===== src/eth_pkg.sv =====
`default_nettype none

package eth_pkg;

    typedef logic [7:0]  byte_t;
    typedef logic [47:0] mac_addr_t;
    typedef logic [31:0] ip_addr_t;
    typedef logic [15:0] udp_port_t;

    // first byte on the wire sits in the msbs
    typedef struct packed {
        mac_addr_t   dst_mac;
        mac_addr_t   src_mac;
        logic [15:0] ethertype;
        byte_t       ver_ihl;
        byte_t       tos;
        logic [15:0] total_length;
        logic [15:0] ident;
        logic [15:0] flags_frag;
        byte_t       ttl;
        byte_t       protocol;
        logic [15:0] ip_checksum;
        ip_addr_t    src_ip;
        ip_addr_t    dst_ip;
        udp_port_t   src_port;
        udp_port_t   dst_port;
        logic [15:0] udp_length;
        logic [15:0] udp_checksum;
    } eth_header_t;

    localparam logic [63:0] PREAMBLE_SFD = 64'h5555_5555_5555_55D5;

    localparam int HEADER_BYTES        = 42;  // eth + ipv4 + udp
    localparam int IP_UDP_HEADER_BYTES = 28;
    localparam int FCS_BYTES           = 4;

    localparam logic [15:0] ETHERTYPE_IPV4 = 16'h0800;
    localparam byte_t       IP_PROTO_UDP   = 8'd17;
    localparam mac_addr_t   MAC_BROADCAST  = 48'hFFFF_FFFF_FFFF;

endpackage

`default_nettype wire


===== src/rx_stream_pkg.sv =====
`default_nettype none

package rx_stream_pkg;

    import eth_pkg::*;

    // byte between align and parser
    typedef struct packed {
        byte_t data;
        logic  valid;
        logic  sof;  // first byte after sfd
        logic  eof;  // valid low, dv just fell
    } rx_byte_t;

    // payload byte into the fifo
    typedef struct packed {
        byte_t data;
        logic  valid;
        logic  last;
    } payload_t;

    localparam int FIFO_DEPTH     = 2048;
    localparam int FIFO_ADDR_BITS = 11;

    typedef logic [FIFO_ADDR_BITS-1:0] fifo_addr_t;
    typedef logic [15:0]               count_t;

endpackage

`default_nettype wire


===== src/gmii_rx_align.sv =====
`timescale 1ns/10ps
`default_nettype none

module gmii_rx_align
    import eth_pkg::*, rx_stream_pkg::*;
(
    input  wire        clk_i,
    input  wire        rst_i,
    input  wire byte_t rx_d_i,
    input  wire        rx_dv_i,
    output rx_byte_t   align_o
);

    typedef enum logic [1:0] {
        ST_IDLE,
        ST_SYNC,
        ST_PASS
    } align_state_e;

    align_state_e state_q;
    byte_t [1:0]  d_q;         // [0] is the input register
    logic  [2:0]  dv_q;
    logic  [63:0] window_q;
    logic  [63:0] window_next;
    logic  [2:0]  sync_cnt_q;
    logic         first_q;
    logic         dv_rise;
    logic         dv_fall;

    assign dv_rise     = dv_q[1] & ~dv_q[2];
    assign dv_fall     = ~dv_q[1] & dv_q[2];
    assign window_next = {window_q[55:0], d_q[1]};

    always_ff @(posedge clk_i) begin
        d_q          <= {d_q[0], rx_d_i};
        window_q     <= window_next;
        align_o.data <= d_q[1];
        if (rst_i) begin
            dv_q          <= '0;
            state_q       <= ST_IDLE;
            sync_cnt_q    <= '0;
            first_q       <= 1'b0;
            align_o.valid <= 1'b0;
            align_o.sof   <= 1'b0;
            align_o.eof   <= 1'b0;
        end else begin
            dv_q          <= {dv_q[1:0], rx_dv_i};
            align_o.valid <= 1'b0;
            align_o.sof   <= 1'b0;
            align_o.eof   <= 1'b0;
            case (state_q)
                ST_IDLE: begin
                    if (dv_rise) begin
                        state_q    <= ST_SYNC;
                        sync_cnt_q <= 3'd1;  // first preamble byte already in window
                    end
                end
                ST_SYNC: begin
                    if (!dv_q[1]) begin
                        state_q <= ST_IDLE;  // runt, no sof seen
                    end else begin
                        sync_cnt_q <= sync_cnt_q + 3'd1;
                        if (sync_cnt_q == 3'd7) begin
                            state_q <= (window_next == PREAMBLE_SFD) ? ST_PASS : ST_IDLE;
                            first_q <= 1'b1;
                        end
                    end
                end
                ST_PASS: begin
                    if (dv_fall) begin
                        align_o.eof <= 1'b1;
                        state_q     <= ST_IDLE;
                    end else begin
                        align_o.valid <= 1'b1;
                        align_o.sof   <= first_q;
                        first_q       <= 1'b0;
                    end
                end
                default: state_q <= ST_IDLE;
            endcase
        end
    end

endmodule

`default_nettype wire


===== config.mk =====
export PLATFORM = sky130hd
export DESIGN_NAME = gmii_rx_align
export DESIGN_NICKNAME = d
export VERILOG_FILES = /design/src/eth_pkg.sv /design/src/rx_stream_pkg.sv /design/src/gmii_rx_align.sv
export SDC_FILE = /design/constraint.sdc
export NUM_CORES = 1
export LEC_CHECK = 0
export CORE_ASPECT_RATIO = 0.9
export CORE_MARGIN = 5
export CORE_UTILIZATION = 38
export CTS_BUF_LIST = sky130_fd_sc_hd__clkbuf_8
export DETAILED_ROUTE_END_ITERATION = 7
export DONT_BUFFER_PORTS = 1
export GPL_TIMING_DRIVEN = 0
export PLACE_DENSITY = 0.53
export SLEW_MARGIN = 20
export SYNTH_ARGS = -nofsm -noshare
export SYNTH_HDL_FRONTEND = slang
export SYNTH_SLANG_ARGS = --single-unit
export TNS_END_PERCENT = 50

===== constraint.sdc =====
create_clock -name clk_i -period 1.7 [get_ports clk_i]
set_input_delay 0.34 -clock clk_i [delete_from_list [all_inputs] [get_ports clk_i]]
set_output_delay 0.34 -clock clk_i [all_outputs]
set_load 0.1 [all_outputs]

**After elaboration in Yosys (flattened, before gate mapping)**

Index checks and enable logic that the tools add are counted.

- Add/sub/neg operators: 1
- Reduce and logical (&&, ||, !) cells: 8
- Equal/unequal tests: 10
- Multiplexer cells: 15
- Bitwise operators: 5

Operators with widths:

| operator | count |
|---|---|
| equality test 64 x 63 -> 1 bit (second input constant) | 1 |
| two-way mux 2 bit | 6 |
| != test 2 bit (second input constant) | 5 |
| two-way mux 3 bit | 2 |
| one-hot mux 2 bit (3 select lines) | 1 |
| one-hot mux 3 bit (2 select lines) | 1 |
| AND reduction 3 bit | 2 |
| two-way mux 1 bit | 4 |
| AND reduction 4 bit | 1 |
| nonzero test 2 bit | 2 |
| adder 3 x 1 -> 3 bit (second input constant) | 1 |
| equality test 3 bit (second input constant) | 1 |
| != test 3 bit (second input constant) | 1 |
| NOT 1 bit | 3 |
| OR reduction 3 bit | 1 |
| AND 1 bit | 2 |
| equality test 2 x 1 -> 1 bit (second input constant) | 1 |
| equality test 2 bit (second input constant) | 1 |
| logical NOT 2 bit | 1 |
| one-hot mux 1 bit (2 select lines) | 1 |
| OR reduction 2 bit | 1 |

- Output and inout bits: 11
- Logic and storage cells: 50
- Register bits after elaboration: 92

**Depth between registers and ports, before layout**

- Depth in word-level cells: 5
- Mapped depth: 6

**Worst setup path after synthesis**

No wires, ideal clock.

- Path type: reg2reg
- From: register sync_cnt_q[0]
- To: register state_q[1]
- Library setup time: 0.114 ns
- Data arrival time: 1.239 ns
- Setup slack: 0.347 ns
- Clock period less this slack: 1.353 ns
- Cell stages (with the launch flop): 7
- Path buffers: 0
- Data required time: 1.586 ns
- Cell sequence: dfxtp_1 ha_1 ha_1 nand2b_1 a22oi_1 a2111oi_1 a21o_1

- Word-level cells in the longest chain between the ends: 3

Ends and longest elaborated chain:

| element | RTL line | RTL |
|---|---|---|
| start: declaration | gmii_rx_align.sv:25 | `logic [2:0] sync_cnt_q;` |
| start signal: assignment | gmii_rx_align.sv:62 | `sync_cnt_q <= sync_cnt_q + 3'd1;` |
| equality test 3 bit | gmii_rx_align.sv:63 | `if (sync_cnt_q == 3'd7) begin` |
| != test 3 bit (no source line) | - |  |
| AND reduction 3 bit (no source line) | - |  |
| end signal: assignment | gmii_rx_align.sv:64 | `state_q <= (window_next == PREAMBLE_SFD) ? ST_PASS : ST_IDLE;` |
| end: declaration | gmii_rx_align.sv:20 | `align_state_e state_q;` |

Every way passes these cells.
A chain may end at the register's enable or synchronous reset.

**Final worst setup path**

- From: register align_o[2] (netlist name)
- To: output align_o[2] (netlist name)

RTL lines:

| element | RTL line | RTL |
|---|---|---|
| start: declaration | gmii_rx_align.sv:11 | `output rx_byte_t align_o` |

No word-level cell between the ends.

==> results.ini <==
[run_status]
status=finished, final reports clean

[detailed_routing]
route.final.wire_length_um=3295
via_count=1103
final_antenna_net_count=0
detailedRoute.firstIterationViolations=34
firstDrtPassIters=4
post-route-drc-count=0
wl_per_cell_um=13.67
vias_per_std_cell=4.577

[setup_path]
critPathCaptureType=output pin
signal_arrival_time_at_the_worst_endpoint_ns=1.29
cp_num_cells=0
startpoint_type=flip-flop
end_point_of_the_critical_path=align_o[2]
cp.required_ns=1.36
rr_startpoint=window_q[6]$_DFF_P_
critical_path.max_fanout=1
criticalPathCategory=reg -> out
rr_worst_depth=4
setup.reg_to_reg.worst_slack_ns=0.13
crit_path_start=align_o[2]$_SDFF_PP0_
timing.rr.end=state_q[1]$_SDFFE_PP0P_

[die]
design.die.area_um2=7304
initial_utilization_pct=38.66
die_y_um=81.58
die_width_um=89.54
num_io_pins=22
core_region_area_um2=5595
floorplan.rows=26

[yosys]
synth_top_cell_area_share_pct=77.73
netlist_top_cells_area=dfxtp_1 78%, nor4bb_1 3.7%, buf_4 2.8%
postSynth.asyncResetShare_pct=0
post-synth-top-count-cell=dfxtp_1
netlist_cell_types=31
synth_sequential_area_ratio_pct=77.73
synthFlopType=dfxtp_1
syn-mean-instance-area_um2=14.72
post_synth_most_frequent_cells=84 x dfxtp_1, 8 x buf_4, 8 x nor4bb_1
total_standard_cell_area_after_synthesis_um2=2163
synth_seq_cells=84
postSynthCellCount=147
mappedNetlistNets=160
yosys_warnings=0
synth_area_leader_cell=dfxtp_1
synth_enable_flop_cells=0

[cells_and_area]
final_core_util_pct=45.64
drive_above_1_share_pct=16.96
syn_to_final_growth_pct=18.05
final_net_count=179
filler_cell_count=511
n_antenna_cell=0

[global_routing]
wire_length_of_the_first_global_routing_pass_um=5347
grt_max_degree=16
grt.overflow.total=0
gr-usage-all-layers_pct=10.40
antenna_found_initial=0
grt_pass1_vias=1109

[worst_hold_path]
worst_hold_path_type=in -> reg
hold_path.startpoint=rx_dv_i

[cts]
worst_setup_hold_path_clk_slew_ns=0.08
ctsLongestPathBuffers=2
tritoncts.num_buffers=9
clock_tree_from_tritoncts=yes
cts_sink_cnt=84
htree_num_levels=3
clockRootBuffer=clkbuf_8
insertion_delay_ns=0.35
cts_post_setup_buffers_inserted=0
number_of_gates_resized_after_cts=0

[power]
cell_internal_pwr_uw=2947
ir_drop_mv=0.8348
total_leakage_power_uw=0.001043
reg_power_share_pct=55.8
clk_pwr_share_pct=40.5
comb_power_share_pct=3.8
net-switching-power_uw=835.4
power.density_cell_area_nw_per_um2=1481
power.share.switching_pct=22.09

[timing]
layout_worst_path_cycle_share_pct=95.72
setup_viol=0
final_report_hold_violation_count=0
period_needed_ns=1.627
rsz0062_at_grt=false
worst_pin_slew_ns=0.9397
fmax_ghz=0.6145
finClkSkew_ns=0.01022
final.setup.tns_ns=0
maxSlewHeadroom_pct=37.26
total_count_of_max_transition_violations_in_the_final_report=0

[placed_design]
place.port_buffers=0
dp_hpwl_um=2341
place_congestion=0.7437

[flow_run]
max_cap_violations=0

==> how the worst min path moves through the flow <==
stage                                    end  slack (ns)  cells past startpoint
after floorplan              d_q[10]$_DFF_P_        0.31                      0
after global placement       d_q[13]$_DFF_P_        0.31                      0
after detailed placement     d_q[10]$_DFF_P_        0.31                      0
after CTS                     d_q[7]$_DFF_P_       0.005                      0
after global routing      dv_q[0]$_SDFF_PP0_        0.11                      1
final                     dv_q[0]$_SDFF_PP0_        0.12                      1
==> routing by layer <==
metal / vias to the layer above / global-route usage (%) / wire [um]
met4: 0 / 6.696 / 74
li1: 550 / - / -
met2: 25 / 14.36 / 1462
met3: 8 / 4.814 / 191
met5: - / 0 / 0
met1: 520 / 12.93 / 1568
==> through the flow <==
step,hold slack [ns],worst slack [ns],area [um^2],power [uW],instances
4_1_cts,0.004651,0.04941,2474,3797,233
3_5_place_dp,0.3121,0.1416,2251,2286,217
2_1_floorplan,0.3096,0.3469,2163,2259,147
5_1_grt,0.1124,0.02689,2554,3930,241
3_3_place_gp,0.3111,0.1663,2251,2282,217
6_report,0.1226,0.07272,2554,3782,241
==> area by class of cell <==
cell class	count	area [um^2]	area share, %
Sequential cell	84	1682	65.85
Multi-Input combinational cell	53	405.4	15.87
Clock buffer	9	123.9	4.851
Clock inverter	7	98.84	3.871
Tap cell	70	87.58	3.430
Timing Repair Buffer	8	80.08	3.136
Buffer	10	76.32	2.989
==> repair_timing <==
item / 4_1_cts / 5_1_grt
hold buffers: 0 / 8
setup endpoints to repair: 0 / 0
endpoints found under the hold margin: 0 / 8
==> power groups by stage <==
stage	clock network, uW	logic [uW]	registers (uW)
after floorplan	0	122	2140
after detailed placement	0	129	2160
after global routing	1660	148	2120
after CTS	1560	129	2110
after global placement	0	128	2150
final	1530	143	2110
==> kinds of logic after synthesis <==
kind of cell / Yosys count / synth area share (%)
adder cells (fa/ha/maj): 2 / 1.157
flip-flops: 84 / 77.73
AO/OA/AOI/OAI: 11 / 3.702
buffers and inverters: 10 / 3.528
AND/OR/NAND/NOR: 40 / 13.88
==> registers in the layout, summed over array words and instances, names as in the netlist <==
| signal | count |
|---|---|
| first_q | 1 |
| align_o | 3 |
| state_q | 2 |
| sync_cnt_q | 3 |
| d_q | 16 |
| window_q | 56 |
| dv_q | 3 |
==> cell usage in the layout, fill, tap and decap left out, drive strengths merged, types with 3 or more instances in the layout <==
| master | count |
|---|---|
| nor4b | 3 |
| and2b | 4 |
| nand2b | 3 |
| dlygate4sd3 | 8 |
| clkbuf | 9 |
| nor2 | 7 |
| nand4 | 5 |
| buf | 10 |
| dfxtp | 84 |
| nor4bb | 8 |
(Power assumes the default switching activity.)
