### src/eth_pkg.sv
`default_nettype none

package eth_pkg;

    typedef logic [7:0]  byte_t;
    typedef logic [47:0] mac_addr_t;
    typedef logic [31:0] ip_addr_t;
    typedef logic [15:0] udp_port_t;

    // first byte on the wire sits in the msbs
    typedef struct packed {
        mac_addr_t   dst_mac;
        mac_addr_t   src_mac;
        logic [15:0] ethertype;
        byte_t       ver_ihl;
        byte_t       tos;
        logic [15:0] total_length;
        logic [15:0] ident;
        logic [15:0] flags_frag;
        byte_t       ttl;
        byte_t       protocol;
        logic [15:0] ip_checksum;
        ip_addr_t    src_ip;
        ip_addr_t    dst_ip;
        udp_port_t   src_port;
        udp_port_t   dst_port;
        logic [15:0] udp_length;
        logic [15:0] udp_checksum;
    } eth_header_t;

    localparam logic [63:0] PREAMBLE_SFD = 64'h5555_5555_5555_55D5;

    localparam int HEADER_BYTES        = 42;  // eth + ipv4 + udp
    localparam int IP_UDP_HEADER_BYTES = 28;
    localparam int FCS_BYTES           = 4;

    localparam logic [15:0] ETHERTYPE_IPV4 = 16'h0800;
    localparam byte_t       IP_PROTO_UDP   = 8'd17;
    localparam mac_addr_t   MAC_BROADCAST  = 48'hFFFF_FFFF_FFFF;

endpackage

`default_nettype wire

### src/rx_stream_pkg.sv
`default_nettype none

package rx_stream_pkg;

    import eth_pkg::*;

    // byte between align and parser
    typedef struct packed {
        byte_t data;
        logic  valid;
        logic  sof;  // first byte after sfd
        logic  eof;  // valid low, dv just fell
    } rx_byte_t;

    // payload byte into the fifo
    typedef struct packed {
        byte_t data;
        logic  valid;
        logic  last;
    } payload_t;

    localparam int FIFO_DEPTH     = 2048;
    localparam int FIFO_ADDR_BITS = 11;

    typedef logic [FIFO_ADDR_BITS-1:0] fifo_addr_t;
    typedef logic [15:0]               count_t;

endpackage

`default_nettype wire

### src/frame_header_parser.sv
`timescale 1ns/10ps
`default_nettype none

module frame_header_parser
    import eth_pkg::*, rx_stream_pkg::*;
(
    input  wire            clk_i,
    input  wire            rst_i,
    input  wire rx_byte_t  align_i,
    input  wire mac_addr_t local_mac_i,
    input  wire ip_addr_t  local_ip_i,
    input  wire udp_port_t local_port_i,
    output payload_t       pay_o,
    output logic           frame_drop_o
);

    localparam int HEADER_BITS = HEADER_BYTES * 8;

    typedef enum logic [2:0] {
        P_IDLE,
        P_HEADER,
        P_PAYLOAD,
        P_FCS,
        P_SKIP
    } parse_state_e;

    parse_state_e state_q;
    eth_header_t  hdr_q;
    eth_header_t  hdr_next;
    logic [15:0]  cnt_q;       // header index, payload remaining, fcs index
    logic [15:0]  pay_len;
    byte_t        hold_data_q;
    logic         hold_valid_q;
    logic         mac_ok;
    logic         type_ok;
    logic         proto_ok;
    logic         ip_ok;
    logic         port_ok;
    logic         len_ok;
    logic         frame_ok;

    // checks look at the header including the byte arriving now
    assign hdr_next = {hdr_q[HEADER_BITS-9:0], align_i.data};
    assign pay_len  = hdr_next.total_length - 16'(IP_UDP_HEADER_BYTES);

    assign mac_ok   = (hdr_next.dst_mac == local_mac_i) || (hdr_next.dst_mac == MAC_BROADCAST);
    assign type_ok  = hdr_next.ethertype == ETHERTYPE_IPV4;
    assign proto_ok = hdr_next.protocol == IP_PROTO_UDP;
    assign ip_ok    = hdr_next.dst_ip == local_ip_i;
    assign port_ok  = hdr_next.dst_port == local_port_i;
    assign len_ok   = hdr_next.total_length > 16'(IP_UDP_HEADER_BYTES);  // empty payload dropped
    assign frame_ok = mac_ok & type_ok & proto_ok & ip_ok & port_ok & len_ok;

    always_ff @(posedge clk_i) begin
        pay_o.data <= hold_data_q;
        if (align_i.valid && (state_q == P_IDLE || state_q == P_HEADER)) begin
            hdr_q <= hdr_next;
        end
        if (align_i.valid && state_q == P_PAYLOAD) begin
            hold_data_q <= align_i.data;
        end
    end

    always_ff @(posedge clk_i) begin
        if (rst_i) begin
            state_q      <= P_IDLE;
            cnt_q        <= '0;
            hold_valid_q <= 1'b0;
            pay_o.valid  <= 1'b0;
            pay_o.last   <= 1'b0;
            frame_drop_o <= 1'b0;
        end else begin
            pay_o.valid  <= 1'b0;
            pay_o.last   <= 1'b0;
            frame_drop_o <= 1'b0;
            case (state_q)
                P_IDLE: begin
                    if (align_i.valid && align_i.sof) begin
                        state_q <= P_HEADER;
                        cnt_q   <= 16'd1;
                    end
                end
                P_HEADER: begin
                    if (align_i.eof) begin
                        frame_drop_o <= 1'b1;  // short header
                        state_q      <= P_IDLE;
                    end else if (align_i.valid) begin
                        cnt_q <= cnt_q + 16'd1;
                        if (cnt_q == 16'(HEADER_BYTES - 1)) begin
                            if (frame_ok) begin
                                state_q <= P_PAYLOAD;
                                cnt_q   <= pay_len;
                            end else begin
                                state_q      <= P_SKIP;
                                frame_drop_o <= 1'b1;
                            end
                        end
                    end
                end
                P_PAYLOAD: begin
                    if (align_i.eof) begin
                        // cut short, close with what we have
                        pay_o.valid  <= hold_valid_q;
                        pay_o.last   <= hold_valid_q;
                        frame_drop_o <= ~hold_valid_q;
                        hold_valid_q <= 1'b0;
                        state_q      <= P_IDLE;
                    end else if (align_i.valid) begin
                        pay_o.valid  <= hold_valid_q;  // release previous byte
                        hold_valid_q <= 1'b1;
                        cnt_q        <= cnt_q - 16'd1;
                        if (cnt_q == 16'd1) begin
                            state_q <= P_FCS;
                            cnt_q   <= '0;
                        end
                    end
                end
                P_FCS: begin
                    if (hold_valid_q) begin
                        pay_o.valid  <= 1'b1;  // final byte with last
                        pay_o.last   <= 1'b1;
                        hold_valid_q <= 1'b0;
                    end
                    if (align_i.eof) begin
                        state_q <= P_IDLE;
                    end else if (align_i.valid) begin
                        cnt_q <= cnt_q + 16'd1;
                        if (cnt_q == 16'(FCS_BYTES - 1)) begin
                            state_q <= P_SKIP;
                        end
                    end
                end
                P_SKIP: begin
                    if (align_i.eof) begin
                        state_q <= P_IDLE;
                    end
                end
                default: state_q <= P_IDLE;
            endcase
        end
    end

endmodule

`default_nettype wire

### config.mk
export PLATFORM = sky130hd
export DESIGN_NAME = frame_header_parser
export DESIGN_NICKNAME = d
export VERILOG_FILES = /design/src/eth_pkg.sv /design/src/rx_stream_pkg.sv /design/src/frame_header_parser.sv
export SDC_FILE = /design/constraint.sdc
export NUM_CORES = 1
export LEC_CHECK = 0
export BUFFER_PORTS_ARGS = -buffer_cell sky130_fd_sc_hd__buf_4
export CORE_MARGIN = 2
export CORE_UTILIZATION = 59
export CTS_CLUSTER_DIAMETER = 30
export DETAILED_ROUTE_END_ITERATION = 6
export PLACE_DENSITY = 0.79
export SLEW_MARGIN = 40
export SYNTH_ARGS = -nofsm -noshare
export SYNTH_HDL_FRONTEND = slang
export SYNTH_SLANG_ARGS = --single-unit
### constraint.sdc
create_clock -name clk_i -period 24.1 [get_ports clk_i]
set_input_delay 4.82 -clock clk_i [delete_from_list [all_inputs] [get_ports clk_i]]
set_output_delay 4.82 -clock clk_i [all_outputs]
set_load 0.05 [all_outputs]
# After elaboration in Yosys (flattened, before gate mapping)
# Cells that the tools add are included.
# W data, S select, Z words.
[op_classes]
n_eq_ne = 27
add_sub_neg = 3
n_lt_le_gt_ge = 1
muxes = 38
n_reduce_logical = 11
bitwise = 6
[ops]
columns = ["operator", "count"]
rows = [
  ["$mux W16", 10],
  ["$pmux W16 S4", 1],
  ["$eq A48 B48 Y1", 1],
  ["$eq A48 B48 Y1 const B", 1],
  ["$mux W3", 12],
  ["$eq A32 B32 Y1", 1],
  ["$add A16 B1 Y16 const B", 1],
  ["$eq A16 B1 Y1 const B", 1],
  ["$eq A16 B12 Y1 const B", 1],
  ["$eq A16 B16 Y1", 1],
  ["$eq A16 B2 Y1 const B", 1],
  ["$eq A16 B6 Y1 const B", 1],
  ["$gt A16 B5 Y1 const B", 1],
  ["$reduce_and A8 Y1", 2],
  ["$sub A16 B1 Y16 const B", 1],
  ["$sub A16 B5 Y16 const B", 1],
  ["$pmux W3 S5", 1],
  ["$ne A2 B2 Y1 const B", 7],
  ["$ne A3 B3 Y1 const B", 4],
  ["$mux W1", 10],
  ["$eq A8 B5 Y1 const B", 1],
  ["$eq A3 B2 Y1 const B", 2],
  ["$ne A3 B2 Y1 const B", 2],
  ["$and A1 B1 Y1", 5],
  ["13 further kinds", 17],
]
[totals]
input_bits = 109
word_cells = 111
regBits = 367

# Longest topological paths before layout
# Gate-level depths: netlist (run 1).
[logic_depth]
word_depth = 12
mapped_depth = 9

# Worst setup path before layout (run 1)
# Ideal clock, no wire load.
[synth_timing]
kind = "input port to flip-flop"
start = "input align_i[2] (netlist bit)"
end = "register hdr_q (netlist bit hdr_next[100]), enable pin"
cell_stages = 2
t_required_ns = 23.077
setup_ns = 1.023
arrival_ns = 18.466
setup_slack_ns = 4.612
cell_sequence = "nand2b_1 nor2_1"
[synth_via]
elab_chain_cells = 1
[synth_lines]
columns = ["element", "line", "text"]
rows = [
  ["from (decl)", "frame_header_parser.sv:9", "input wire rx_byte_t align_i,"],
  ["$logic_and A1 B1 Y1", "frame_header_parser.sv:56", "if (align_i.valid && (state_q == P_IDLE || state_q == P_HEADER)) begin"],
  ["to (signal assigned)", "frame_header_parser.sv:57", "hdr_q <= hdr_next;"],
  ["to (decl)", "frame_header_parser.sv:28", "eth_header_t hdr_q;"],
]
# Every way passes these cells.
# A chain may end at the register's enable or synchronous reset.

# Worst setup path in the final report (run 1)
[layout_timing]
start = "input align_i[2] (netlist bit)"
end = "register hdr_q (netlist bit hdr_next[246]), enable pin"
# Same word-level chain as after synthesis.

==> key figures, run 1 <==
Die
  • Io pins: 120
  • Core Region: approximately 23,000 sq um
  • Die Area: 25,100 sq um
  • Initial Utilization: 0.600
  • FP Rows: 56
  • Chip height: roughly 160 um
  • Chip width: approximately 160 um

Finish
  • Nets@finish: 1,128
  • Share of layout cells above drive strength 1: 0.236
  • Most common cell after layout, fill and taps aside: edfxtp_1
  • Final Cell Area: around 17,000 sq um
  • N_diodes: 0
  • Final Util: 0.731
  • Area Overhead vs Synth: 22.0%
  • Most frequent cells in the layout: edfxtp_1, buf_4, xnor2_1

Synthesis
  • Syn Std Cell Area: 14,100 sq um
  • Top_reg_cell synth: edfxtp_1
  • Sequential cell area fraction in the yosys report: 0.761
  • Syn Area/Cell: 16.3 sq um
  • Synth async-reset ratio: 0
  • Area leader, netlist: edfxtp_1
  • Yosys cell types: 65
  • Synth area leaders: edfxtp_1, xnor2_1, dfxtp_1
  • Yosys warns: 0
  • Top-area cell type share of the netlist area: 0.717
  • Synth Instances: 863
  • Post-synth EDFFs: 336
  • Synthesis-stage register bit count: 367
  • Mapped Nets: 976

Critical path
  • CP max FO: 102
  • Crit. Startpoint: align_i[2]
  • CP required: around 24 ns
  • Crit start category: primary input
  • Critical path class: in2reg
  • Worst R2R End: cnt_q[4]$_SDFFE_PP0P_
  • CP Capture Point: hdr_next[246]$_DFFE_PP_
  • RR Startpoint: hdr_next[194]$_DFFE_PP_
  • WP data arrival: 7.23 ns
  • Worst Reg-to-Reg Cells: 9
  • Crit end category: register
  • Worst reg-to-reg setup slack: 20.64 ns

Global routing
  • Initial antenna violation count: 0
  • Total gr overflow: 0
  • First-pass GRT wire length: 45.2 mm
  • Gr usage total: 0.241
  • Largest net degree at the start of global routing: between 100 and 150
  • Vias in the first global route: 8,174

Detailed routing
  • Post-DRT Antenna Nets: 0
  • Wire per inst: 21.6 um
  • DRT Wirelength: 29.8 mm
  • Vias: ~8,200
  • Drc violations: 0
  • First-pass DRT Iterations: 5
  • Vias per cell: 5.93
  • Initial drt markers: 908

Timing
  • Worst Skew: 0.0268 ns
  • Final Hold Viols: 0
  • Endpoints failing setup: 0
  • Setup TNS: 0 ns
  • RSZ-0062 raised after global routing: false
  • Minimum clock period: a little over 7 ns
  • Fin. max-slew vios: 0
  • Fin Hold WS: roughly 0.34 ns
  • Fmax: 142 MHz
  • Slew HR: 0.500
  • Slew @ Worst Pin: 0.744 ns
  • Final period utilization: 0.292

Clocking
  • Total CTS buffers: 52
  • Clk slew on worst S/H paths: 0.06 ns
  • CTS tree: built
  • H-tree depth: 2
  • Clk buf depth: 3
  • Clk sinks: 367
  • Clk Latency, worst-skew pair: between 0.5 and 0.6 ns
  • Cts-stage hold buffer count: 0
  • # resized after CTS: 0
  • Setup bufs post-CTS: 0
  • CTS Root Cell: clkbuf_16

Power
  • Peak VDD IR: 0.0742 mV
  • Static leakage: 0.00583 uW
  • Power density over cell area: 91.8 nW/um^2
  • Tot Pwr: 1580 uW

Placement
  • Placed inst area: ~15,000 sq um
  • Post-DP HPWL: 18.2 mm
  • # port buffers: 119
  • Gpl congestion: 0.891

Run status
  • Status: completed

Job
  • Maxcap violations: 0

Min path
  • Hold Crit Class: reg2reg
-- worst min path at each step --
stage / end / startpoint / cells after the start / slack (ns)
floorplan: pay_o[2]$_DFF_P_ / hold_data_q[0]$_DFFE_PP_ / 0 / 0.32
global route: pay_o[3]$_DFF_P_ / hold_data_q[1]$_DFFE_PP_ / 0 / 0.35
global placement: pay_o[8]$_DFF_P_ / hold_data_q[6]$_DFFE_PP_ / 0 / 0.32
CTS: pay_o[3]$_DFF_P_ / hold_data_q[1]$_DFFE_PP_ / 0 / 0.35
detailed placement: pay_o[9]$_DFF_P_ / hold_data_q[7]$_DFFE_PP_ / 0 / 0.33
finish: pay_o[3]$_DFF_P_ / hold_data_q[1]$_DFFE_PP_ / 0 / 0.34
-- routing by layer --
metal | share of wire | track usage | up-vias
li1 | - | - | 3695
met1 | 0.41 | 0.319 | 4002
met2 | 0.49 | 0.409 | 406
met3 | 0.071 | 0.0433 | 69
met4 | 0.027 | 0.0837 | 0
met5 | 0 | 0 | -
-- logic make-up after synthesis --
family | Yosys count | synth area share
AO/OA/AOI/OAI | 96 | 0.0471
XOR/XNOR | 117 | 0.0728
adder cells (fa/ha/maj) | 4 | 0.00356
buffers and inverters | 33 | 0.00951
flip-flops | 367 | 0.761
multiplexers | 3 | 0.00222
AND/OR/NAND/NOR | 243 | 0.104
-- flip-flops by register name, indices dropped and copies added, names as in the netlist --
signal / count
hold_data_q: 8
pay_o: 10
hold_valid_q: 1
hdr_next: 328
state_q: 3
frame_drop_o: 1
cnt_q: 16
-- synth_stat cells (all sizes together), types with 2 or more instances --
cell type,n
a21oi,33
or4,6
nand3b,11
a32o,2
a31oi,13
a221oi,3
inv,4
nand2b,18
nor4b,9
dfxtp,31
or3,2
and3,7
and2,4
a311oi,4
o32ai,2
xor2,18
o21a,4
nand4,49
nor2b,4
or3b,2
a211oi,6
clkbuf,23
mux2i,2
a21o,2
nor3b,5
buf,6
or2,6
xnor2,99
o22ai,3
o21ai,11
ha,4
nor3,12
nor2,23
edfxtp,336
nand2,29
nor4,31
nand3,22
-- critical path: stages --
cell and delay [ns]:
buf_4 0.11, nand2b_1 0.11, nor2_4 0.42, buf_12 0.48
buf_16 0.45, clkbuf_8 0.73
-- report_power, final --
part | switching, uW | total, uW | internal, uW
clock network | 309 | 750 | 441
logic | 36.5 | 66.3 | 29.8
registers | 22.3 | 760 | 738
total | 368 | 1580 | 1210
-- final cells by class --
cell class | instances | area [sq um]
timing repair buffer | 127 | 1010
clock buffer | 57 | 1340
tap | 319 | 399
clock inverter | 41 | 419
multi-input combinational | 463 | 3270
inverter | 4 | 15.0
fill | 1400 | 6300
sequential | 367 | 10700
-- through the flow --
stage / instances / setup slack, ns
finish: 1378 / 17.06
global placement: 1277 / 16.04
floorplan: 863 / 4.61
CTS: 1378 / 17.05
global route: 1378 / 16.88
detailed placement: 1280 / 16.50
Note: power is estimated with default switching activity, not from simulation.
==> run 2, diff against run 1 <==
--- a/config.mk
+++ b/config.mk
@@ -5,12 +5,13 @@
 export SDC_FILE = /design/constraint.sdc
 export NUM_CORES = 1
 export LEC_CHECK = 0
+export ABC_AREA = 1
 export BUFFER_PORTS_ARGS = -buffer_cell sky130_fd_sc_hd__buf_4
 export CORE_MARGIN = 2
-export CORE_UTILIZATION = 59
+export CORE_UTILIZATION = 54
 export CTS_CLUSTER_DIAMETER = 30
 export DETAILED_ROUTE_END_ITERATION = 6
-export PLACE_DENSITY = 0.79
+export PLACE_DENSITY = 0.76
 export SLEW_MARGIN = 40
 export SYNTH_ARGS = -nofsm -noshare
 export SYNTH_HDL_FRONTEND = slang
==> constraint.sdc (replaced) <==
create_clock -name clk_i -period 6.28 [get_ports clk_i]
set_input_delay 1.256 -clock clk_i [delete_from_list [all_inputs] [get_ports clk_i]]
set_output_delay 1.256 -clock clk_i [all_outputs]
set_load 0.05 [all_outputs]
==> run 2 against run 1 <==
  * Wire length up 5.0%
  * Worst hold slack worse by 0.0050 ns
  * Critical path type unchanged
  * Final cell count up 39%
  * Register-to-register slack worse by 17 ns
  * Clock power rose to 5.1 times the previous value
  * Non-clock buffer count down 3
  * First-iteration DRC count up 6.1%
  * Count of clock-buffer cells in the layout up 22
  * Largest power group is now the clock network
  * Critical path depth up 9
  * Flip-flop and latch count unchanged
  * Total power rose to 4.6 times the previous value
  * Synthesized cell count up 51%
==> key figures, run 2 <==
Synthesis
  • Synth Area in Compound Gates: 0.0226 (-0.0246)
  • Top_reg_cell synth: edfxtp_1
  • Top-area cell type share of the netlist area: 0.669 (-0.0479)
  • Yosys warns: 0 (unchanged)
  • Synth async-reset ratio: 0 (unchanged)
  • Yosys cell types: 38 (-42%)
  • Synth area leaders: edfxtp_1, nand2_1, inv_1
  • Syn Std Cell Area: 15,100 sq um (+7.2%)
  • Largest family of logic cells by synthesized area: simple AND/OR/NAND/NOR gates
  • Synthesis-stage register bit count: 367 (unchanged)
  • Syn Area/Cell: 11.6 sq um (-29%)
  • Post-synth EDFFs: 336 (unchanged)
  • Synth Area in Adders: 0.00332 (-0.000238)
  • Count leader, synth: edfxtp_1
  • Mux cell area share after synthesis: 0 (-0.00222)
  • Synth Instances: 1,300 (+51%)
  • Mapped Nets: 1,413 (+45%)
  • Area leader, netlist: edfxtp_1
  • Sequential cell area fraction in the yosys report: 0.710 (-0.0509)
  • Commonest cells post-synth: edfxtp_1, nand2_1, inv_1
  • Post-Synth Simple-Gate Area: 0.160 (+0.0563)
  • Xor/xnor share of the synthesized area: 0.0488 (-0.0240)

Timing
  • Minimum clock period: 3.15 ns
  • Slew @ Worst Pin: 0.789 ns (+0.0450 ns)
  • RSZ-0062 raised after global routing: false
  • Final period utilization: 0.502
  • Slew HR: 0.472 (-0.0273)
  • Final Hold Viols: 0 (unchanged)
  • Endpoints failing setup: 0 (unchanged)
  • Worst Skew: 0.0231 ns (-0.00371 ns)
  • Fin. max-slew vios: 0 (unchanged)
  • Fin Hold WS: 0.339 ns (-0.00497 ns)
  • Fmax: ~320 MHz

Die
  • Chip width: 171 um (+8.0%)
  • Initial Utilization: 0.546 (-0.0537)
  • Core Region: 27,600 sq um (+18%)
  • Io pins: 120 (unchanged)
  • Chip height: 171 um (+8.0%)
  • FP Rows: 61 (+8.9%)
  • Die Area: 29,300 sq um (+17%)

Run status
  • Status: completed

Clocking
  • CTS Root Cell: clkbuf_16
  • Clk Latency, worst-skew pair: 0.57 ns (about the same)
  • # resized after CTS: 0 (unchanged)
  • Clk sinks: 367 (unchanged)
  • Cts-stage hold buffer count: 0 (unchanged)
  • H-tree depth: 3 (+1)
  • Setup bufs post-CTS: 0 (unchanged)
  • CTS tree: built
  • Total CTS buffers: 71 (+37%)
  • Clk slew on worst S/H paths: 0.05 ns (about the same)
  • Clk buf depth: 3 (unchanged)

Finish
  • Fin cells: 1,917 (+39%)
  • Area Overhead vs Synth: 25.3%
  • Share of layout cells above drive strength 1: 0.177 (-0.0587)
  • N_diodes: 0 (unchanged)
  • Most frequent cells in the layout: edfxtp_1, nand2_1, inv_1
  • Most common cell after layout, fill and taps aside: edfxtp_1
  • Nets@finish: 1,594 (+41%)
  • Final Util: 0.684 (-0.0474)
  • Max reg flops: 328 (unchanged)

Global routing
  • Total gr overflow: 0 (unchanged)
  • Gr usage total: 0.219 (-0.0228)
  • Largest net degree at the start of global routing: 140 (+36%)
  • Vias in the first global route: 9,581 (+17%)
  • First-pass GRT wire length: 48.9 mm (+8.1%)
  • Initial antenna violation count: 0 (unchanged)

Detailed routing
  • Drc violations: 0 (unchanged)
  • Initial drt markers: 963 (+6.1%)
  • Vias per cell: 5.03 (-15%)
  • Wire per inst: 16.3 um (-25%)
  • DRT Wirelength: 31.3 mm (+5.0%)
  • First-pass DRT Iterations: 6 (+1)
  • Post-DRT Antenna Nets: 0 (unchanged)
  • Vias: 9,640 (+18%)

Placement
  • Placed cell count: 1,786 (+40%)
  • Post-DP HPWL: 20.5 mm (+12%)
  • # port buffers: 119 (unchanged)
  • Gpl congestion: 0.889 (-0.24%)

Critical path
  • CP max stage cell: nor2_1
  • Critical path class: in2reg
  • CP max FO: 11 (-89%)
  • Crit end category: register
  • Crit start category: primary input
  • WP data arrival: 3.58 ns (-3.65 ns)
  • Cell mode on critical path: nand2_1
  • Critical path cell sequence: buf_4, inv_1, nand2_1, nand2_1, nand2_1, nor2_1, nand2_1, nor2_1, nand2_1, nor2_1, nand4_1, nand3_1, nand2_1, nand2_1, a21oi_1
  • Slowest stage delay, CP: 0.61 ns (-0.12 ns)
  • CP required: 6.71 ns (-17.57 ns)

Power
  • Peak VDD IR: 0.285 mV (+280%)
  • Sequential share of power: 0.415 (-0.067)
  • Net Sw Frac: 0.235 (+0.00135)
  • Switching power: 1690 uW (+360%)
  • Internal power: 5520 uW (+360%)
  • Comb pwr share: 0.056 (+0.014)
  • Static leakage: 0.00772 uW (+32%)
  • Clock share of power: 0.530 (+0.054)
  • Power density over cell area: 381 nW/um^2 (+320%)

Job
  • Maxcap violations: 0 (unchanged)

Min path
  • Hold Crit Class: reg2reg
run 2: cell count changes after synthesis, sizes merged, moves of 12 or more:
cell / change
xnor2: -43
nor2: +105
nand3: +23
nand2: +298
nand4: -14
inv: +195
clkbuf: -18
a31oi: -12
nand2b: -17
nor4: -28
run 2: power groups by stage:
stage	clock network, uW	registers (uW)	logic [uW]
after global placement	0	3020	391
final	3820	2990	401
after global routing	4000	3000	446
after detailed placement	0	3030	395
after CTS	3880	2990	399
after floorplan	0	3010	254
run 2: metrics by stage:
stage / TNS (ns) / cell area, sq um / power (uW) / setup slack, ns
2_1_floorplan: -130.97 / 15100 / 3260 / -0.399
3_3_place_gp: 0 / 16400 / 3410 / 2.75
3_5_place_dp: 0 / 16400 / 3420 / 2.67
4_1_cts: 0 / 18900 / 7270 / 3.19
5_1_grt: 0 / 18900 / 7450 / 2.84
6_report: 0 / 18900 / 7210 / 3.13
run 2: cell families after synthesis:
logic type      count (synthesis)
fa+ha+maj                       4
simple gates                  567
compound gates                 63
xor+xnor                       84
flops                         367
buf+inv                       215
run 2: layout make-up:
cell class | count | area, sq um
flip-flops and latches | 367 | 10700
fillers | 1939 | 8730
multi-input cells | 718 | 3550
clock buffers | 79 | 1820
repair buffers | 124 | 956
inverters | 199 | 754
clock inverters | 52 | 642
well taps | 378 | 473
run 2: worst paths after layout:
path	from	endpoint	slack, ns	depth (start not counted)
setup / recovery	local_port_i[5]	cnt_q[13]$_SDFFE_PP0P_	3.13	15
hold / removal	hold_data_q[4]$_DFFE_PP_	pay_o[6]$_DFF_P_	0.34	0
setup reg to reg	hdr_next[194]$_DFFE_PP_	cnt_q[13]$_SDFFE_PP0P_	3.37	14
hold reg to reg	hold_data_q[4]$_DFFE_PP_	pay_o[6]$_DFF_P_	0.34	0
run 2: worst max-delay path: cells and delay by family:
family | cells | cell delay [ns]
buffers and inverters | 2 | 0.16
AO/OA/AOI/OAI | 1 | 0.08
AND/OR/NAND/NOR | 12 | 2.06
run 2: per-layer routing:
metal | vias to the layer above | track usage | share of wire
li1 | 4697 | - | -
met1 | 4482 | 0.289 | 0.42
met2 | 403 | 0.359 | 0.48
met3 | 58 | 0.0467 | 0.079
met4 | 0 | 0.0800 | 0.024
met5 | - | 0 | 0
==> run 3, diff against run 2 <==
--- a/config.mk
+++ b/config.mk
@@ -5,13 +5,13 @@
 export SDC_FILE = /design/constraint.sdc
 export NUM_CORES = 1
 export LEC_CHECK = 0
-export ABC_AREA = 1
+export ABC_AREA = 0
 export BUFFER_PORTS_ARGS = -buffer_cell sky130_fd_sc_hd__buf_4
 export CORE_MARGIN = 2
-export CORE_UTILIZATION = 54
+export CORE_UTILIZATION = 59
 export CTS_CLUSTER_DIAMETER = 30
 export DETAILED_ROUTE_END_ITERATION = 6
-export PLACE_DENSITY = 0.76
+export PLACE_DENSITY = 0.79
 export SLEW_MARGIN = 40
 export SYNTH_ARGS = -nofsm -noshare
 export SYNTH_HDL_FRONTEND = slang
==> constraint.sdc (replaced) <==
create_clock -name clk_i -period 3.04 [get_ports clk_i]
set_input_delay 0.608 -clock clk_i [delete_from_list [all_inputs] [get_ports clk_i]]
set_output_delay 0.608 -clock clk_i [all_outputs]
set_load 0.05 [all_outputs]
==> run 3 against run 2 <==
  * Critical path depth fell by 6
  * Design area is 8.1% lower
  * Core utilization rose by 5.6 points
  * Flip-flop and latch count stayed put
  * Sequential share of layout area increased by 5.0 points
  * Wire length down 3.0%
  * Worst setup slack got worse by 3.0 ns
  * First-iteration DRC count is 7.8% lower
  * Critical path type is now reg2reg
  * Largest cell class unchanged
  * Largest power group unchanged
==> key figures, run 3 (synthesis gave the netlist of run 1 again) <==
Clocking
  • Setup bufs post-CTS: 0 (unchanged)
  • # resized after CTS: 0 (unchanged)
  • Cts-stage hold buffer count: 0 (unchanged)
  • Clk buf depth: 3 (unchanged)
  • Total CTS buffers: 56 (-21%)
  • H-tree depth: 2 (-1)
  • Clk Latency, worst-skew pair: 0.56 ns (about the same)
  • Clk slew on worst S/H paths: 0.05 ns (about the same)
  • CTS Root Cell: clkbuf_16
  • Clk sinks: 367 (unchanged)
  • CTS tree: built

Global routing
  • Initial antenna violation count: 0 (unchanged)
  • First-pass GRT wire length: 45.8 mm (-6.5%)
  • Largest net degree at the start of global routing: 95 (-32%)
  • Total gr overflow: 0 (unchanged)
  • Vias in the first global route: 8,410 (-12%)
  • Gr usage total: 0.244 (+0.0253)

Placement
  • Post-DP HPWL: 18.9 mm (-7.5%)
  • Setup WS pre-CTS: 0.172 ns (-2.50 ns)
  • # port buffers: 119 (unchanged)
  • Gpl congestion: 0.860 (-3.3%)

Finish
  • Area Overhead vs Synth: 23.4%
  • Nets@finish: 1,150 (-28%)
  • Share of layout cells above drive strength 1: 0.249 (+0.0717)
  • N_diodes: 0 (unchanged)
  • Most frequent cells in the layout: edfxtp_1, buf_4, xnor2_1
  • Most common cell after layout, fill and taps aside: edfxtp_1
  • Number of fill cells: 1,351 (-30%)
  • Max reg flops: 328 (unchanged)

Run status
  • Status: completed

Detailed routing
  • Wire per inst: 21.6 um (+33%)
  • Initial drt markers: 888 (-7.8%)
  • DRT Wirelength: 30.3 mm (-3.0%)
  • Post-DRT Antenna Nets: 0 (unchanged)
  • First-pass DRT Iterations: 5 (-1)
  • Drc violations: 0 (unchanged)
  • Vias per cell: 5.87 (+17%)
  • Vias: 8,242 (-15%)

Die
  • Chip height: 158 um (-7.4%)
  • Initial Utilization: 0.600 (+0.0537)
  • Chip width: 158 um (-7.4%)
  • Io pins: 120 (unchanged)
  • Core Region: 23,500 sq um (-15%)
  • Die Area: 25,100 sq um (-14%)
  • FP Rows: 56 (-8.2%)

Power
  • Power density over cell area: 732 nW/um^2 (+92%)
  • Static leakage: 0.00594 uW (-23%)
  • Sequential share of power: 0.475 (+0.060)
  • Comb pwr share: 0.042 (-0.014)
  • Net Sw Frac: 0.228 (-0.00651)
  • Internal power: 9810 uW (+78%)
  • Switching power: 2900 uW (+71%)
  • Clock share of power: 0.483 (-0.047)
  • Peak VDD IR: 0.544 mV (+91%)

Timing
  • Endpoints failing setup: 0 (unchanged)
  • Worst Skew: 0.0254 ns (+0.00232 ns)
  • Slew HR: 0.540 (+0.0674)
  • Final worst slack: 0.155 ns (-2.97 ns)
  • Minimum clock period: 2.88 ns
  • Slew @ Worst Pin: 0.684 ns (-0.105 ns)
  • Final period utilization: 0.949
  • Final Hold Viols: 0 (unchanged)
  • Fin. max-slew vios: 0 (unchanged)
  • Fmax: about 350 MHz
  • Setup TNS: 0 ns (unchanged)
  • RSZ-0062 raised after global routing: false
  • Fin Hold WS: 0.242 ns (-0.0972 ns)

Critical path
  • WP data arrival: 3.33 ns (-0.25 ns)
  • Crit end category: register
  • Crit start category: register
  • Critical path class: reg2reg
  • CP required: 3.49 ns (-3.22 ns)
  • CP max FO: 13 (+2)

Min path
  • Hold Crit Class: in2reg

Job
  • Maxcap violations: 0 (unchanged)
==> run 3: cell count changes in the layout (fill, tap and decap cells not counted), moves of 12 or more <==
cell	change
a31oi_1	+12
buf_4	+18
clkbuf_16	-14
inv_1	-187
nand2_1	-299
nand2b_1	+16
nand3_1	-20
nand4_1	+14
nor2_1	-99
nor4_1	+24
xnor2_1	+43
==> run 3: cell type report <==
| cell class | count | area (sq um) | area share |
|---|---|---|---|
| Sequential cell | 367 | 10700 | 0.617 |
| Multi-Input combinational cell | 463 | 3250 | 0.187 |
| Clock buffer | 63 | 1460 | 0.0840 |
| Timing Repair Buffer | 145 | 1150 | 0.0663 |
| Tap cell | 319 | 399 | 0.0230 |
| Clock inverter | 42 | 380 | 0.0219 |
| Inverter | 4 | 15.0 | 0.000865 |
==> run 3: worst paths after layout <==
path                       startpoint                  endpoint  slack, ns  cells past startpoint
max           hdr_next[194]$_DFFE_PP_     cnt_q[8]$_SDFFE_PP0P_       0.16                      9
min                        align_i[3]  hold_data_q[0]$_DFFE_PP_       0.24                      1
max reg2reg   hdr_next[194]$_DFFE_PP_     cnt_q[8]$_SDFFE_PP0P_       0.16                      9
min reg2reg  hold_data_q[0]$_DFFE_PP_          pay_o[2]$_DFF_P_       0.34                      0
==> run 3: through the flow <==
stage               power, uW  cell area [sq um]  std cells  utilization
floorplan                6360              14100        863            -
global placement         6620              15500       1298        0.661
detailed placement       6640              15500       1298        0.661
CTS                     12800              17400       1403        0.739
global route            13100              17400       1403        0.740
finish                  12700              17400       1403        0.740
==> run 3: metal layers <==
layer | share of wire | GRT usage | vias to the layer above | wire length [um]
li1 | - | - | 3746 | -
met1 | 0.39 | 0.320 | 3955 | 11900
met2 | 0.50 | 0.412 | 467 | 15000
met3 | 0.085 | 0.0523 | 74 | 2560
met4 | 0.027 | 0.0781 | 0 | 833
met5 | 0 | 0 | - | 0
==> run 3: power groups by stage <==
stage | clock [uW] | combinational [uW] | sequential, uW
6_report | 6140 | 536 | 6030
5_1_grt | 6420 | 579 | 6050
4_1_cts | 6220 | 534 | 6030
3_5_place_dp | 0 | 523 | 6120
3_3_place_gp | 0 | 520 | 6100
2_1_floorplan | 0 | 292 | 6070
==> run 3: critical path, stage by stage (launching register included) <==
cell and delay, ns:
edfxtp_1 0.43, ha_1 0.28, nand2_2 0.10, o2111ai_2 0.29, or3b_1 0.37, or4_4 0.57, nor4_4 0.21, buf_12 0.18
a211oi_2 0.08, nor4_2 0.26
